--- src/source/board_pkg.sv ---
`default_nettype none

package board_pkg;

    localparam int N_SWITCHES = 10;
    localparam int N_KEYS     = 2;
    localparam int N_LEDS     = 10;
    localparam int N_DIGITS   = 6;

    // cycles an input must hold before the debounced level follows it.
    localparam int DEBOUNCE_CYCLES = 8;
    localparam int DEBOUNCE_CNT_W  = $clog2(DEBOUNCE_CYCLES);

    localparam int TICK_DIV_FAST = 4;   // rate_sel 0.
    localparam int TICK_DIV_MID  = 16;  // rate_sel 1.
    localparam int TICK_DIV_SLOW = 64;  // rate_sel 2 and 3.
    localparam int TICK_CNT_W    = $clog2(TICK_DIV_SLOW);

    typedef logic [N_SWITCHES-1:0]     sw_t;
    typedef logic [N_KEYS-1:0]         key_t;
    typedef logic [N_LEDS-1:0]         led_t;
    typedef logic [3:0]                nibble_t;
    typedef logic [4*N_DIGITS-1:0]     hex_value_t;   // digit 0 in the low nibble.
    typedef logic [N_DIGITS-1:0]       digit_mask_t;
    typedef logic [7:0]                segments_t;    // dot, g..a, all active low.
    typedef logic [1:0]                rate_sel_t;
    typedef logic [DEBOUNCE_CNT_W-1:0] debounce_cnt_t;
    typedef logic [TICK_CNT_W-1:0]     tick_cnt_t;

endpackage

`default_nettype wire

--- src/source/bus_pkg.sv ---
`default_nettype none

package bus_pkg;

    typedef logic [7:0]  bus_addr_t;   // byte address.
    typedef logic [31:0] bus_data_t;

    // register map, word aligned.
    localparam bus_addr_t REG_SWITCHES   = 8'h00;  // ro.
    localparam bus_addr_t REG_KEYS       = 8'h04;  // ro, pressed reads 1.
    localparam bus_addr_t REG_LEDS       = 8'h08;
    localparam bus_addr_t REG_HEX_VALUE  = 8'h0C;
    localparam bus_addr_t REG_HEX_CTRL   = 8'h10;
    localparam bus_addr_t REG_TICK_COUNT = 8'h14;  // any write clears.

    // field offsets inside REG_HEX_CTRL.
    localparam int HEX_BLANK_LSB = 0;
    localparam int HEX_DOT_LSB   = 8;
    localparam int HEX_BLINK_LSB = 16;

endpackage

`default_nettype wire

--- src/source/display_if.sv ---
`timescale 1ns/1ps
`default_nettype none

interface display_if import board_pkg::*; ();

    hex_value_t  hex_value;
    digit_mask_t blank;
    digit_mask_t dots;
    digit_mask_t blink;

    modport ctrl (
        output hex_value,
        output blank,
        output dots,
        output blink
    );

    modport display (
        input hex_value,
        input blank,
        input dots,
        input blink
    );

endinterface

`default_nettype wire

--- src/source/io_ctrl.sv ---
`timescale 1ns/1ps
`default_nettype none

module io_ctrl import board_pkg::*, bus_pkg::*; (
    input  wire logic      clk,
    input  wire logic      rst_n,
    input  wire bus_addr_t bus_addr,
    input  wire bus_data_t bus_wdata,
    input  wire logic      bus_write,
    output bus_data_t      bus_rdata,
    input  wire sw_t       sw_db,
    input  wire key_t      key_db,
    input  wire logic      tick,
    output led_t           ledr,
    display_if.ctrl        disp
);

    led_t        led_q, led_d;
    hex_value_t  hex_value_q, hex_value_d;
    digit_mask_t blank_q, blank_d;
    digit_mask_t dots_q, dots_d;
    digit_mask_t blink_q, blink_d;
    bus_data_t   count_q, count_d;
    bus_data_t   rdata_q, rdata_d;
    key_t        key_pressed;

    assign key_pressed = ~key_db;  // keys are active low on the board.

    // next state of the writable registers.
    always_comb begin
        led_d       = led_q;
        hex_value_d = hex_value_q;
        blank_d     = blank_q;
        dots_d      = dots_q;
        blink_d     = blink_q;
        count_d     = count_q;
        if (tick) begin
            count_d = count_q + 1'b1;
        end
        if (bus_write) begin
            case (bus_addr)
                REG_LEDS:       led_d       = led_t'(bus_wdata);
                REG_HEX_VALUE:  hex_value_d = hex_value_t'(bus_wdata);
                REG_HEX_CTRL: begin
                    blank_d = bus_wdata[HEX_BLANK_LSB +: N_DIGITS];
                    dots_d  = bus_wdata[HEX_DOT_LSB +: N_DIGITS];
                    blink_d = bus_wdata[HEX_BLINK_LSB +: N_DIGITS];
                end
                REG_TICK_COUNT: count_d     = '0;  // clear wins over a tick.
                default: ;
            endcase
        end
    end

    // read word sees a write made at the same edge.
    always_comb begin
        rdata_d = '0;
        case (bus_addr)
            REG_SWITCHES:   rdata_d = bus_data_t'(sw_db);
            REG_KEYS:       rdata_d = bus_data_t'(key_pressed);
            REG_LEDS:       rdata_d = bus_data_t'(led_d);
            REG_HEX_VALUE:  rdata_d = bus_data_t'(hex_value_d);
            REG_HEX_CTRL: begin
                rdata_d[HEX_BLANK_LSB +: N_DIGITS] = blank_d;
                rdata_d[HEX_DOT_LSB +: N_DIGITS]   = dots_d;
                rdata_d[HEX_BLINK_LSB +: N_DIGITS] = blink_d;
            end
            REG_TICK_COUNT: rdata_d = count_d;
            default:        rdata_d = '0;
        endcase
    end

    always_ff @(posedge clk) begin
        if (!rst_n) begin
            led_q       <= '0;
            hex_value_q <= '0;
            blank_q     <= '0;
            dots_q      <= '0;
            blink_q     <= '0;
            count_q     <= '0;
            rdata_q     <= '0;
        end else begin
            led_q       <= led_d;
            hex_value_q <= hex_value_d;
            blank_q     <= blank_d;
            dots_q      <= dots_d;
            blink_q     <= blink_d;
            count_q     <= count_d;
            rdata_q     <= rdata_d;
        end
    end

    assign bus_rdata      = rdata_q;
    assign ledr           = led_q;
    assign disp.hex_value = hex_value_q;
    assign disp.blank     = blank_q;
    assign disp.dots      = dots_q;
    assign disp.blink     = blink_q;

endmodule

`default_nettype wire

--- src/source/input_debouncer.sv ---
`timescale 1ns/1ps
`default_nettype none

module input_debouncer import board_pkg::*; #(
    parameter int WIDTH = 1
) (
    input  wire logic              clk,
    input  wire logic              rst_n,
    input  wire logic [WIDTH-1:0]  raw,
    output logic      [WIDTH-1:0]  clean
);

    logic [WIDTH-1:0] sync1_q;
    logic [WIDTH-1:0] sync2_q;
    debounce_cnt_t    cnt_q [WIDTH];

    always_ff @(posedge clk) begin
        if (!rst_n) begin
            sync1_q <= '0;
            sync2_q <= '0;
        end else begin
            sync1_q <= raw;      // first stage may go metastable.
            sync2_q <= sync1_q;
        end
    end

    // one stability counter per bit.
    always_ff @(posedge clk) begin
        if (!rst_n) begin
            clean <= '0;
            for (int i = 0; i < WIDTH; i++) begin
                cnt_q[i] <= '0;
            end
        end else begin
            for (int i = 0; i < WIDTH; i++) begin
                if (sync2_q[i] == clean[i]) begin
                    cnt_q[i] <= '0;  // level agrees, nothing pending.
                end else if (cnt_q[i] == debounce_cnt_t'(DEBOUNCE_CYCLES - 1)) begin
                    clean[i] <= sync2_q[i];
                    cnt_q[i] <= '0;
                end else begin
                    cnt_q[i] <= cnt_q[i] + 1'b1;
                end
            end
        end
    end

endmodule

`default_nettype wire

--- src/source/tick_divider.sv ---
`timescale 1ns/1ps
`default_nettype none

module tick_divider import board_pkg::*; (
    input  wire logic      clk,
    input  wire logic      rst_n,
    input  wire rate_sel_t rate_sel,
    output logic           tick
);

    tick_cnt_t cnt_q;
    tick_cnt_t div_m1;  // selected divisor minus one.

    always_comb begin
        case (rate_sel)
            2'd0:    div_m1 = tick_cnt_t'(TICK_DIV_FAST - 1);
            2'd1:    div_m1 = tick_cnt_t'(TICK_DIV_MID - 1);
            default: div_m1 = tick_cnt_t'(TICK_DIV_SLOW - 1);
        endcase
    end

    always_ff @(posedge clk) begin
        if (!rst_n) begin
            cnt_q <= '0;
            tick  <= 1'b0;
        end else if (cnt_q >= div_m1) begin
            cnt_q <= '0;   // also catches a switch to a shorter divisor.
            tick  <= 1'b1;
        end else begin
            cnt_q <= cnt_q + 1'b1;
            tick  <= 1'b0;
        end
    end

endmodule

`default_nettype wire

--- src/source/hex_display.sv ---
`timescale 1ns/1ps
`default_nettype none

module hex_display import board_pkg::*; (
    input  wire logic  clk,
    input  wire logic  rst_n,
    input  wire logic  tick,
    display_if.display disp,
    output segments_t  hex0,
    output segments_t  hex1,
    output segments_t  hex2,
    output segments_t  hex3,
    output segments_t  hex4,
    output segments_t  hex5
);

    logic      blink_phase;
    segments_t seg_d [N_DIGITS];
    segments_t seg_q [N_DIGITS];

    // segments g..a, active low.
    function automatic logic [6:0] glyph(input nibble_t value);
        case (value)
            4'h0: return 7'b1000000;
            4'h1: return 7'b1111001;
            4'h2: return 7'b0100100;
            4'h3: return 7'b0110000;
            4'h4: return 7'b0011001;
            4'h5: return 7'b0010010;
            4'h6: return 7'b0000010;
            4'h7: return 7'b1111000;
            4'h8: return 7'b0000000;
            4'h9: return 7'b0010000;
            4'hA: return 7'b0001000;
            4'hB: return 7'b0000011;
            4'hC: return 7'b1000110;
            4'hD: return 7'b0100001;
            4'hE: return 7'b0000110;
            default: return 7'b0001110;
        endcase
    endfunction

    always_ff @(posedge clk) begin
        if (!rst_n) begin
            blink_phase <= 1'b0;
        end else if (tick) begin
            blink_phase <= ~blink_phase;
        end
    end

    always_comb begin
        for (int i = 0; i < N_DIGITS; i++) begin
            seg_d[i] = {~disp.dots[i], glyph(disp.hex_value[4*i +: 4])};
            if (disp.blank[i] || (disp.blink[i] && blink_phase)) begin
                seg_d[i] = '1;  // digit dark.
            end
        end
    end

    always_ff @(posedge clk) begin
        seg_q <= seg_d;
    end

    assign hex0 = seg_q[0];
    assign hex1 = seg_q[1];
    assign hex2 = seg_q[2];
    assign hex3 = seg_q[3];
    assign hex4 = seg_q[4];
    assign hex5 = seg_q[5];

endmodule

`default_nettype wire

--- src/source/de10_lite_io.sv ---
`timescale 1ns/1ps
`default_nettype none

module de10_lite_io import board_pkg::*, bus_pkg::*; (
    input  wire logic      clk,
    input  wire logic      rst_n,
    input  wire sw_t       sw,
    input  wire key_t      key,        // active low.
    output led_t           ledr,
    output segments_t      hex0,
    output segments_t      hex1,
    output segments_t      hex2,
    output segments_t      hex3,
    output segments_t      hex4,
    output segments_t      hex5,
    input  wire bus_addr_t bus_addr,
    input  wire bus_data_t bus_wdata,
    input  wire logic      bus_write,
    output bus_data_t      bus_rdata
);

    sw_t  sw_db;
    key_t key_db;
    logic tick;

    display_if disp0 ();

    input_debouncer #(.WIDTH(N_SWITCHES)) sw_debouncer0 (
        .clk   (clk),
        .rst_n (rst_n),
        .raw   (sw),
        .clean (sw_db)
    );

    input_debouncer #(.WIDTH(N_KEYS)) key_debouncer0 (
        .clk   (clk),
        .rst_n (rst_n),
        .raw   (key),
        .clean (key_db)
    );

    // two low switches pick the tick rate.
    tick_divider tick_divider0 (
        .clk      (clk),
        .rst_n    (rst_n),
        .rate_sel (sw_db[1:0]),
        .tick     (tick)
    );

    io_ctrl io_ctrl0 (
        .clk       (clk),
        .rst_n     (rst_n),
        .bus_addr  (bus_addr),
        .bus_wdata (bus_wdata),
        .bus_write (bus_write),
        .bus_rdata (bus_rdata),
        .sw_db     (sw_db),
        .key_db    (key_db),
        .tick      (tick),
        .ledr      (ledr),
        .disp      (disp0)
    );

    hex_display hex_display0 (
        .clk   (clk),
        .rst_n (rst_n),
        .tick  (tick),
        .disp  (disp0),
        .hex0  (hex0),
        .hex1  (hex1),
        .hex2  (hex2),
        .hex3  (hex3),
        .hex4  (hex4),
        .hex5  (hex5)
    );

endmodule

`default_nettype wire

--- config.mk ---
export PLATFORM = sky130hd
export DESIGN_NAME = de10_lite_io
export DESIGN_NICKNAME = d
export VERILOG_FILES = /design/src/source/board_pkg.sv /design/src/source/bus_pkg.sv /design/src/source/display_if.sv /design/src/source/io_ctrl.sv /design/src/source/input_debouncer.sv /design/src/source/tick_divider.sv /design/src/source/hex_display.sv /design/src/source/de10_lite_io.sv
export SDC_FILE = /design/constraint.sdc
export NUM_CORES = 1
export LEC_CHECK = 0
export BUFFER_PORTS_ARGS = -buffer_cell sky130_fd_sc_hd__buf_2
export CAP_MARGIN = 10
export CORE_ASPECT_RATIO = 1.1
export CORE_MARGIN = 4
export CORE_UTILIZATION = 30
export CTS_CLUSTER_DIAMETER = 60
export DETAILED_ROUTE_END_ITERATION = 12
export SETUP_SLACK_MARGIN = 0.3
export SYNTH_ARGS = -nofsm -noshare
export SYNTH_HDL_FRONTEND = slang
export SYNTH_SLANG_ARGS = --single-unit
--- constraint.sdc ---
create_clock -name clk -period 1.85 [get_ports clk]
set_input_delay 0.185 -clock clk [delete_from_list [all_inputs] [get_ports clk]]
set_output_delay 0.185 -clock clk [all_outputs]
set_load 0.005 [all_outputs]
Yosys cells after proc, flatten, opt, wreduce, memory -nomap -nowiden --
Memories as Yosys holds them, arrays and structs flattened. A register that Yosys moved wholly into a read port is not among the register bits. Cells that the tools add are included.
Storage, ports and cells: bits in writable memories 36, latch bits 0, bits in read-only memories 672, memories 8, logic and storage cells 359, bits in registers 208, input port bits 55
Operators by class: order comparisons 1, add/subtract/negate cells 14, multiply operators 0, mux-type cells 190, div/mod/pow operators 0, shifts and indexed selects 0, equality and inequality tests 30, bitwise gates (word level) 57, reductions and logical operators 27
Memories:
- (name not given) | depth 16, width 7, rd ports 1, clocked after memory_dff 1, write ports 0, RTL line hex_display.sv:23 | case (value)
- (name not given) | depth 16, width 7, rd ports 1, clocked after memory_dff 1, write ports 0, RTL line hex_display.sv:23
- (name not given) | depth 16, width 7, rd ports 1, clocked after memory_dff 1, write ports 0, RTL line hex_display.sv:23
- (name not given) | depth 16, width 7, rd ports 1, clocked after memory_dff 1, write ports 0, RTL line hex_display.sv:23
- (name not given) | depth 16, width 7, rd ports 1, clocked after memory_dff 1, write ports 0, RTL line hex_display.sv:23
- (name not given) | depth 16, width 7, rd ports 1, clocked after memory_dff 1, write ports 0, RTL line hex_display.sv:23
- +2 memories
Operator list (number):
- $mux 1 | 134
- $mux 3 | 36
- $mux 32 | 3
- $mux 24 | 2
- $add 3x1->3 const B | 12
- $eq 3x3->1 const B | 12
- $mux 6 | 6
- $or 1x1->1 | 36
- $pmux 6 s6 | 1
- $add 32x1->32 const B | 1
- $pmux 6 s5 | 1
- $reduce_and 2->1 | 12
- $mux 10 | 2
- $not 1->1 | 20
- $pmux 10 s2 | 1
- $pmux 6 s3 | 1
- $eq 8x4->1 const B | 2
- $eq 8x5->1 const B | 2
- $eq 1x1->1 | 12
- $pmux 6 s2 | 1
- $eq 8x3->1 const B | 1
- $logic_not 8->1 | 1
- $pmux 2 s4 | 1
- $add 6x1->6 const B | 1
- 8 further kinds | 18

Depth between registers and ports, before layout --
Gate-level depths: netlist of run 1. An unclocked memory read counts as a cell.
depth in word-level cells 8, depth in mapped cells 7

Hierarchy --
From an unflattened synthesis of run 1, not the netlist that was laid out.
Second synthesis, totals: cells, all modules 1083, area total of the unflattened synthesis 11293.3 um^2
By module, submodules not included:
- io_ctrl | area an instance 5183.7 um^2, instances 1, cells each 550, sequential area each 2322.2 um^2
- hex_display | area an instance 2803.9 um^2, instances 1, cells each 292, sequential area each 980.9 um^2
- input_debouncer at sw_debouncer0 | area an instance 2477.4 um^2, instances 1, cells each 172, sequential area each 1501.4 um^2
- input_debouncer at key_debouncer0 | area an instance 491.7 um^2, instances 1, cells each 34, sequential area each 300.3 um^2
- tick_divider | area an instance 336.6 um^2, instances 1, cells each 35, sequential area each 140.1 um^2

Worst setup path before layout of run 1 --
Ideal clock, no wire load.
path kind input-to-reg, start point input bus_addr[5], end point register io_ctrl0.rdata_q[19] (netlist: io_ctrl0.bus_rdata[19]), stages 7, data arrival time 1823 ps, setup time 74 ps, path slack -47 ps, path through or4_4 > buf_6 > nor4b_4 > buf_6 > a22oi_1 > o22a_1 > o22ai_2
Between the ends: word-level cells in the longest chain between the ends 4, elaborated cells on any way between the ends 10
Ends and longest elaborated chain:
- from (decl) | RTL line de10_lite_io.sv:16 | input wire bus_addr_t bus_addr,
- $eq 8x5->1 or $eq 8x4->1 (tied branches) | RTL line io_ctrl.sv:41, io_ctrl.sv:58
- $mux 32 (tied with other cells) | RTL line io_ctrl.sv:41 | case (bus_addr)
- $mux 32 (tied with other cells) | RTL line io_ctrl.sv:40 | if (bus_write) begin
- $pmux 6 s3 * | RTL line io_ctrl.sv:58 | case (bus_addr)
- to (signal assigned) | RTL line io_ctrl.sv:89 | rdata_q <= rdata_d;
- to (decl) | RTL line io_ctrl.sv:24 | bus_data_t rdata_q, rdata_d;
Mark *: on every way between the ends. The rest lies on a longest branch, timed or not. A chain may end at the register's enable or synchronous reset.

Worst setup path in the final report of run 1 --
start point register tick_divider0.tick, end point register io_ctrl0.rdata_q[27] (netlist: io_ctrl0.bus_rdata[27])
Between the ends: word-level cells in the longest chain between the ends 4
Ends and longest elaborated chain:
- from (decl) | RTL line tick_divider.sv:8 | output logic tick
- from (signal assigned) | RTL line tick_divider.sv:25 | tick <= 1'b0;
- from (signal assigned) | RTL line tick_divider.sv:28 | tick <= 1'b1;
- from (signal assigned) | RTL line tick_divider.sv:31 | tick <= 1'b0;
- $mux 32 * | RTL line io_ctrl.sv:37 | if (tick) begin
- $mux 32 | RTL line io_ctrl.sv:41
- $mux 32 * | RTL line io_ctrl.sv:40
- $pmux 10 s2 * | RTL line io_ctrl.sv:58
Marked as above.

==> metrics.txt, run 1 <==
CTS tree done; RSZ-0062 raised after global routing true; part of the Yosys area used for sequential elements 47.38%; Hold Crit Class input port to flop; commonest non-fill, non-tap cell in the layout sky130_fd_sc_hd__dfxtp_1; Final Net Count 1529; critical path endpoint category flop; CP max stage delay 0.37 ns; Max stage delay cell, worst path sky130_fd_sc_hd__dfxtp_4; Pwr per Cell Area 792.2 nW/um^2; post-layout worst setup margin 0.2327 ns; Sequential cell area 5286 um^2; Final Max Slew Viols 0; setup slack at placement -0.1601 ns; Max Root-Sink Buffers 3; share of final-layout standard cells stronger than drive strength 1 23.85%; final hold viol count 0; number of antenna violations at the first check in global routing 6; Area Growth Syn to Fin 31.12%; die boundary width 191.2 um; post-synthesis cell area 11070 um^2; highest fanout seen on the critical path 8; peak supply drop 0.6789 mV; number of synthesis warnings 0; maximum level of the CTS H-tree 1; Final setup violation count 0; final weighted congestion of routability-driven global placement 0.8776; highest-count cells in the layout ignoring fill and taps 187 x sky130_fd_sc_hd__dfxtp_1, 162 x sky130_fd_sc_hd__nand2_1, 136 x sky130_fd_sc_hd__buf_2; combined buffer and inverter count along the critical path 1; area of the placeable core 36260 um^2; final clock skew 0.01516 ns; vias in the first global route 8871; average detailed-routed wire length per instance 15.49 um; most frequently used flop master after synthesis sky130_fd_sc_hd__dfxtp_1; I/O pin total 145; CTS clock-pin slew for the worst setup and hold paths 0.06 ns; GRT Total Usage 14.46%; DP Wirelength 21960 um; max capacitance violation total 0; required time at the worst-slack endpoint 2.28 ns; number of clock buffers inserted by TritonCTS 29; fraction of the core area covered by cells at the end of the flow 40.03%; Slew @ Worst Pin 0.6030 ns; count of distinct cell types in the synthesized netlist 59; final period demand of the worst path 1.617 ns; remaining antenna violation count 0; CTS root buf sky130_fd_sc_hd__clkbuf_16; first-pass GRT wire length 47090 um; Final Total Pwr 11.50 mW; series of cell instances along the critical path and4_4 > nand4_1 > buf_6 > nor4_4 > xnor2_2 > nor2_1; Overflow after GRT 0; Data arrival, critical path 2.04 ns; drt via density 4.626; normalized max-slew margin 59.74%; Fill cells 3610; count of port buffers added during placement 136; Setup crit start kind flop; clock latency reported for the late side of the worst-skew pair 0.54 ns; EDFF count, synth 36; fraction of registers with async set or reset after synthesis 0%; Initial Util 30.53%; largest net degree at the start of global routing 53; portion of the clock cycle consumed by the worst path in the final layout 87.42%; Synth top area share 37.62%; synthesized instance count 1153; family with the most delay on the worst path simple AND/OR/NAND/NOR gates; residual DRC count 0; Detailed Route Iter0 Violations 411; top cell type by total area after synthesis sky130_fd_sc_hd__dfxtp_1; status complete, no violations; Max Clk Rate 0.6183 GHz; leading post-synthesis cells by cell area sky130_fd_sc_hd__dfxtp_1 38%, sky130_fd_sc_hd__edfxtp_1 9.8%, sky130_fd_sc_hd__ha_1 7.5%, sky130_fd_sc_hd__nand2_1 5.5%, sky130_fd_sc_hd__a21boi_0 3.5%; Sinks on Clock Net 244; mean post-synth cell area 9.600 um^2; Row Count 73; area of the multi-input gates 5869 um^2; leak pwr 5.752 nW; die boundary height 209.5 um; Total Routed Length 29760 um; area of the die 40040 um^2; kind of critical path flop to flop; drt first pass iters 5; flip-flop and latch count after synthesis 244; via count of the routed design 8887
-- what timing repair did --
action / in CTS / in global routing
setup buffers: 4 / 8
gates resized for setup: 33 / 47
hold buffers: 36 / 0
setup endpoints to repair: 52 / 63
pin swaps: 11 / 21
hold endpoints to repair: 68 / 0
-- cell families (layout without fill, tap and decap cells) --
family	after synthesis	in the layout	synth area share, %
simple gates	447	447	20.28
flops	244	244	47.38
compound gates	219	219	13.89
buf+inv	94	336	3.956
fa+ha+maj	66	66	7.460
xor+xnor	49	49	3.877
mux	33	33	3.120
other cells	1	40	0.03388
-- synth_stat cells, types with 31 or more instances --
cell type	instances
sky130_fd_sc_hd__a21boi_0	52
sky130_fd_sc_hd__and2_1	51
sky130_fd_sc_hd__clkbuf_1	45
sky130_fd_sc_hd__dfxtp_1	208
sky130_fd_sc_hd__edfxtp_1	36
sky130_fd_sc_hd__ha_1	66
sky130_fd_sc_hd__inv_1	31
sky130_fd_sc_hd__nand2_1	163
sky130_fd_sc_hd__nand3_1	39
sky130_fd_sc_hd__nor2_1	62
sky130_fd_sc_hd__nor2b_1	44
sky130_fd_sc_hd__o211ai_1	36
sky130_fd_sc_hd__xnor2_1	40
-- state kept, by name, indices dropped and copies added (netlist names), 6 cells and up --
name	flops
io_ctrl0.bus_rdata	32
io_ctrl0.count_q	32
sw_debouncer0.cnt_q	30
io_ctrl0.disp.hex_value	24
io_ctrl0.ledr	10
sw_debouncer0.clean	10
sw_debouncer0.sync1_q	10
sw_debouncer0.sync2_q	10
hex_display0.hex0	8
hex_display0.hex1	8
hex_display0.hex2	8
hex_display0.hex3	8
hex_display0.hex4	8
hex_display0.hex5	8
io_ctrl0.disp.blank	6
io_ctrl0.disp.blink	6
io_ctrl0.disp.dots	6
key_debouncer0.cnt_q	6
tick_divider0.cnt_q	6
-- stage by stage --
stage | std cells | setup TNS, ns | cell area [um^2] | hold WS, ns
2_1_floorplan | 1188 | -0.1743 | 11300 | 0.3123
5_1_grt | 1920 | 0 | 14510 | 0.1589
3_5_place_dp | 1816 | -1.631 | 12840 | 0.3931
4_1_cts | 1909 | 0 | 14260 | 0.1206
6_report | 1921 | 0 | 14510 | 0.1575
3_3_place_gp | 1816 | -0.9902 | 12840 | 0.3894
-- final timing paths --
check                                        start                                endpoint  slack [ns]  depth (start not counted)
setup reg to reg     tick_divider0.tick$_SDFF_PN0_       io_ctrl0.bus_rdata[27]$_SDFF_PN0_        0.23                          6
hold / removal                               rst_n  io_ctrl0.disp.hex_value[21]$_SDFF_PN0_        0.16                          3
hold reg to reg   io_ctrl0.disp.dots[3]$_SDFF_PN0_         hex_display0.hex3[7]$_SDFF_PP1_        0.42                          1
setup / recovery     tick_divider0.tick$_SDFF_PN0_       io_ctrl0.bus_rdata[27]$_SDFF_PN0_        0.23                          6
-- layer usage --
layer / track usage (%) / routed length [um] / vias up
met5: 0 / 15 / -
met4: 4.013 / 757 / 4
met3: 2.844 / 1625 / 52
met2: 25.44 / 14790 / 189
met1: 18.02 / 12570 / 4167
li1: - / - / 4475
-- worst min-delay path, delay by kind of cell --
| family | cells | cell delay (ns) |
|---|---|---|
| buffers and inverters | 2 | 0.35 |
| AOI/OAI and AO/OA | 1 | 0.11 |
-- report_power, final --
part	internal [mW]	leakage [nW]	switching (mW)
sequential	5.47	2.07	0.0585
clock	3.19	0.443	2.19
combinational	0.295	3.24	0.296
-- area by class of cell --
class / count / area share (%)
multi-input cells: 850 / 40.44
repair buffers: 252 / 11.88
flip-flops and latches: 244 / 36.42
clock inverters: 9 / 0.5259
well taps: 487 / 4.198
diodes: 4 / 0.06897
clock buffers: 44 / 5.664
inverters: 31 / 0.8017
Note: power is estimated with default switching activity, not from simulation.
==> run 2: changes to the inputs <==
Settings changed: CORE_UTILIZATION 30 to 25, GPL_ROUTABILITY_DRIVEN set to 0.
==> run 2 against run 1 <==
  * Worst setup slack improved by 0.047 ns
  * Combinational power decreased by 3%
  * Fmax increased by 3.0%
  * Critical path type unchanged
==> metrics.txt, run 2 (synthesis gave the netlist of run 1 again) <==
Max Clk Rate 0.6369 GHz (+3.0%); Max Root-Sink Buffers 3 (unchanged); post-layout worst setup margin 0.2799 ns (+0.04721 ns); area of the placeable core 43540 um^2 (+20%); CTS tree done; Pwr per Cell Area 812.6 nW/um^2 (+2.6%); normalized max-slew margin 58.00% (-1.7 points); maximum level of the CTS H-tree 1 (unchanged); Sequential cell area 5285 um^2 (about the same); fraction of the core area covered by cells at the end of the flow 33.77% (-6.3 points); number of clock buffers inserted by TritonCTS 30 (+3.4%); Max stage delay cell, worst path sky130_fd_sc_hd__dfxtp_4; first-pass GRT wire length 47980 um (+1.9%); area of the multi-input gates 5902 um^2 (+0.55%); number of cells after detailed placement 1897 (+4.5%); count of port buffers added during placement 136 (unchanged); Total Routed Length 30320 um (+1.9%); number of antenna violations at the first check in global routing 7 (+1); average detailed-routed wire length per instance 15.19 um (-1.9%); drt via density 4.500 (-2.7%); critical path endpoint category flop; required time at the worst-slack endpoint 2.28 ns (about the same); final hold viol count 0 (unchanged); I/O pin total 145 (unchanged); Sinks on Clock Net 244 (unchanged); series of cell instances along the critical path ha_4 > and4_4 > nand4_1 > buf_6 > nor3_4 > xnor2_2 > o22ai_1; DP Wirelength 22560 um (+2.7%); commonest non-fill, non-tap cell in the layout sky130_fd_sc_hd__dfxtp_1; CP max stage delay 0.37 ns (about the same); Slew @ Worst Pin 0.6300 ns (+0.02696 ns); setup slack at placement -0.1284 ns (+0.03171 ns); Data arrival, critical path 2.00 ns (-0.04 ns); Final setup violation count 0 (unchanged); max capacitance violation total 0 (unchanged); die boundary height 228.7 um (+9.2%); largest net degree at the start of global routing 51 (-3.8%); residual DRC count 0 (unchanged); status complete, no violations; Fill cells 4433 (+23%); clock latency reported for the late side of the worst-skew pair 0.56 ns (+0.02 ns); Initial Util 25.42% (-5.1 points); GRT Total Usage 12.22% (-2.2 points); share of final-layout standard cells stronger than drive strength 1 24.23% (+0.38 points); Area Growth Syn to Fin 32.85%; Overflow after GRT 0 (unchanged); RSZ-0062 raised after global routing true; Final Total Pwr 11.95 mW (+3.9%); via count of the routed design 8982 (+1.1%); CTS clock-pin slew for the worst setup and hold paths 0.06 ns (about the same); peak supply drop 0.6633 mV (-2.3%); leak pwr 5.754 nW (about the same); Cell Count, Final, Fillers Out 1996 (+3.9%); Final Net Count 1520 (-0.59%); drt first pass iters 7 (+2); kind of critical path flop to flop; Detailed Route Iter0 Violations 496 (+21%); highest fanout seen on the critical path 8 (unchanged); CTS root buf sky130_fd_sc_hd__clkbuf_16; Row Count 80 (+9.6%); area of the die 47710 um^2 (+19%); highest-count cells in the layout ignoring fill and taps 186 x sky130_fd_sc_hd__dfxtp_1, 162 x sky130_fd_sc_hd__nand2_1, 136 x sky130_fd_sc_hd__buf_2; Hold Crit Class input port to flop; final clock skew 0.01568 ns (+0.0005160 ns); vias in the first global route 8885 (+0.16%); Final Max Slew Viols 0 (unchanged); Setup crit start kind flop; die boundary width 208.6 um (+9.1%); final period demand of the worst path 1.570 ns (-0.04721 ns); portion of the clock cycle consumed by the worst path in the final layout 84.87% (-2.6 points); remaining antenna violation count 0 (unchanged)
run 2: path summary, 6_finish.rpt:
path	startpoint	to	slack [ns]	cells past startpoint
max	io_ctrl0.count_q[1]$_SDFF_PN0_	io_ctrl0.bus_rdata[20]$_SDFF_PN0_	0.28	7
min	rst_n	io_ctrl0.disp.hex_value[21]$_SDFF_PN0_	0.06	2
max reg2reg	io_ctrl0.count_q[1]$_SDFF_PN0_	io_ctrl0.bus_rdata[20]$_SDFF_PN0_	0.28	7
min reg2reg	io_ctrl0.disp.dots[0]$_SDFF_PN0_	hex_display0.hex0[7]$_SDFF_PP1_	0.41	1
run 2: worst max-delay path: cells and delay by family (launching register included):
| family | cells | cell delay (ns) |
|---|---|---|
| AND/OR/NAND/NOR | 3 | 0.49 |
| flip-flops | 1 | 0.37 |
| buffers and inverters | 1 | 0.19 |
| XOR/XNOR | 1 | 0.16 |
| adder cells (fa/ha/maj) | 1 | 0.13 |
| AO/OA/AOI/OAI | 1 | 0.10 |
run 2: power by group:
group	switching (mW)	leakage [nW]	internal [mW]
combinational	0.290	3.19	0.282
clock	2.25	0.499	3.60
sequential	0.0596	2.07	5.47
run 2: through the flow:
stage               hold WS (ns)  cell area, um^2  setup TNS (ns)
detailed placement        0.3940            12930          -1.484
CTS                      0.03718            14480               0
global route             0.05185            14700               0
floorplan                 0.3123            11300         -0.1743
global placement          0.3925            12930          -1.040
finish                   0.05960            14710               0
run 2: repair_timing:
action,4_1_cts,5_1_grt
setup buffers,6,2
setup endpoints to repair,48,56
hold buffers,36,0
endpoints found under the hold margin,68,0
resized for setup,42,41
pin swaps,16,21
run 2: area by class of cell:
| cell class | count | area share, % |
|---|---|---|
| diodes | 2 | 0.03403 |
| multi-input cells | 850 | 40.13 |
| clock buffers | 41 | 6.015 |
| repair buffers | 242 | 11.38 |
| clock inverters | 12 | 0.8168 |
| inverters | 31 | 0.7913 |
| well taps | 574 | 4.884 |
| flip-flops and latches | 244 | 35.94 |
run 2: layer usage:
metal | vias to the layer above | wire length [um] | GRT usage, %
met5 | - | 49 | 0
met4 | 10 | 1006 | 3.855
met3 | 64 | 1695 | 2.992
met2 | 190 | 14640 | 21.14
met1 | 4265 | 12930 | 15.00
li1 | 4453 | - | -
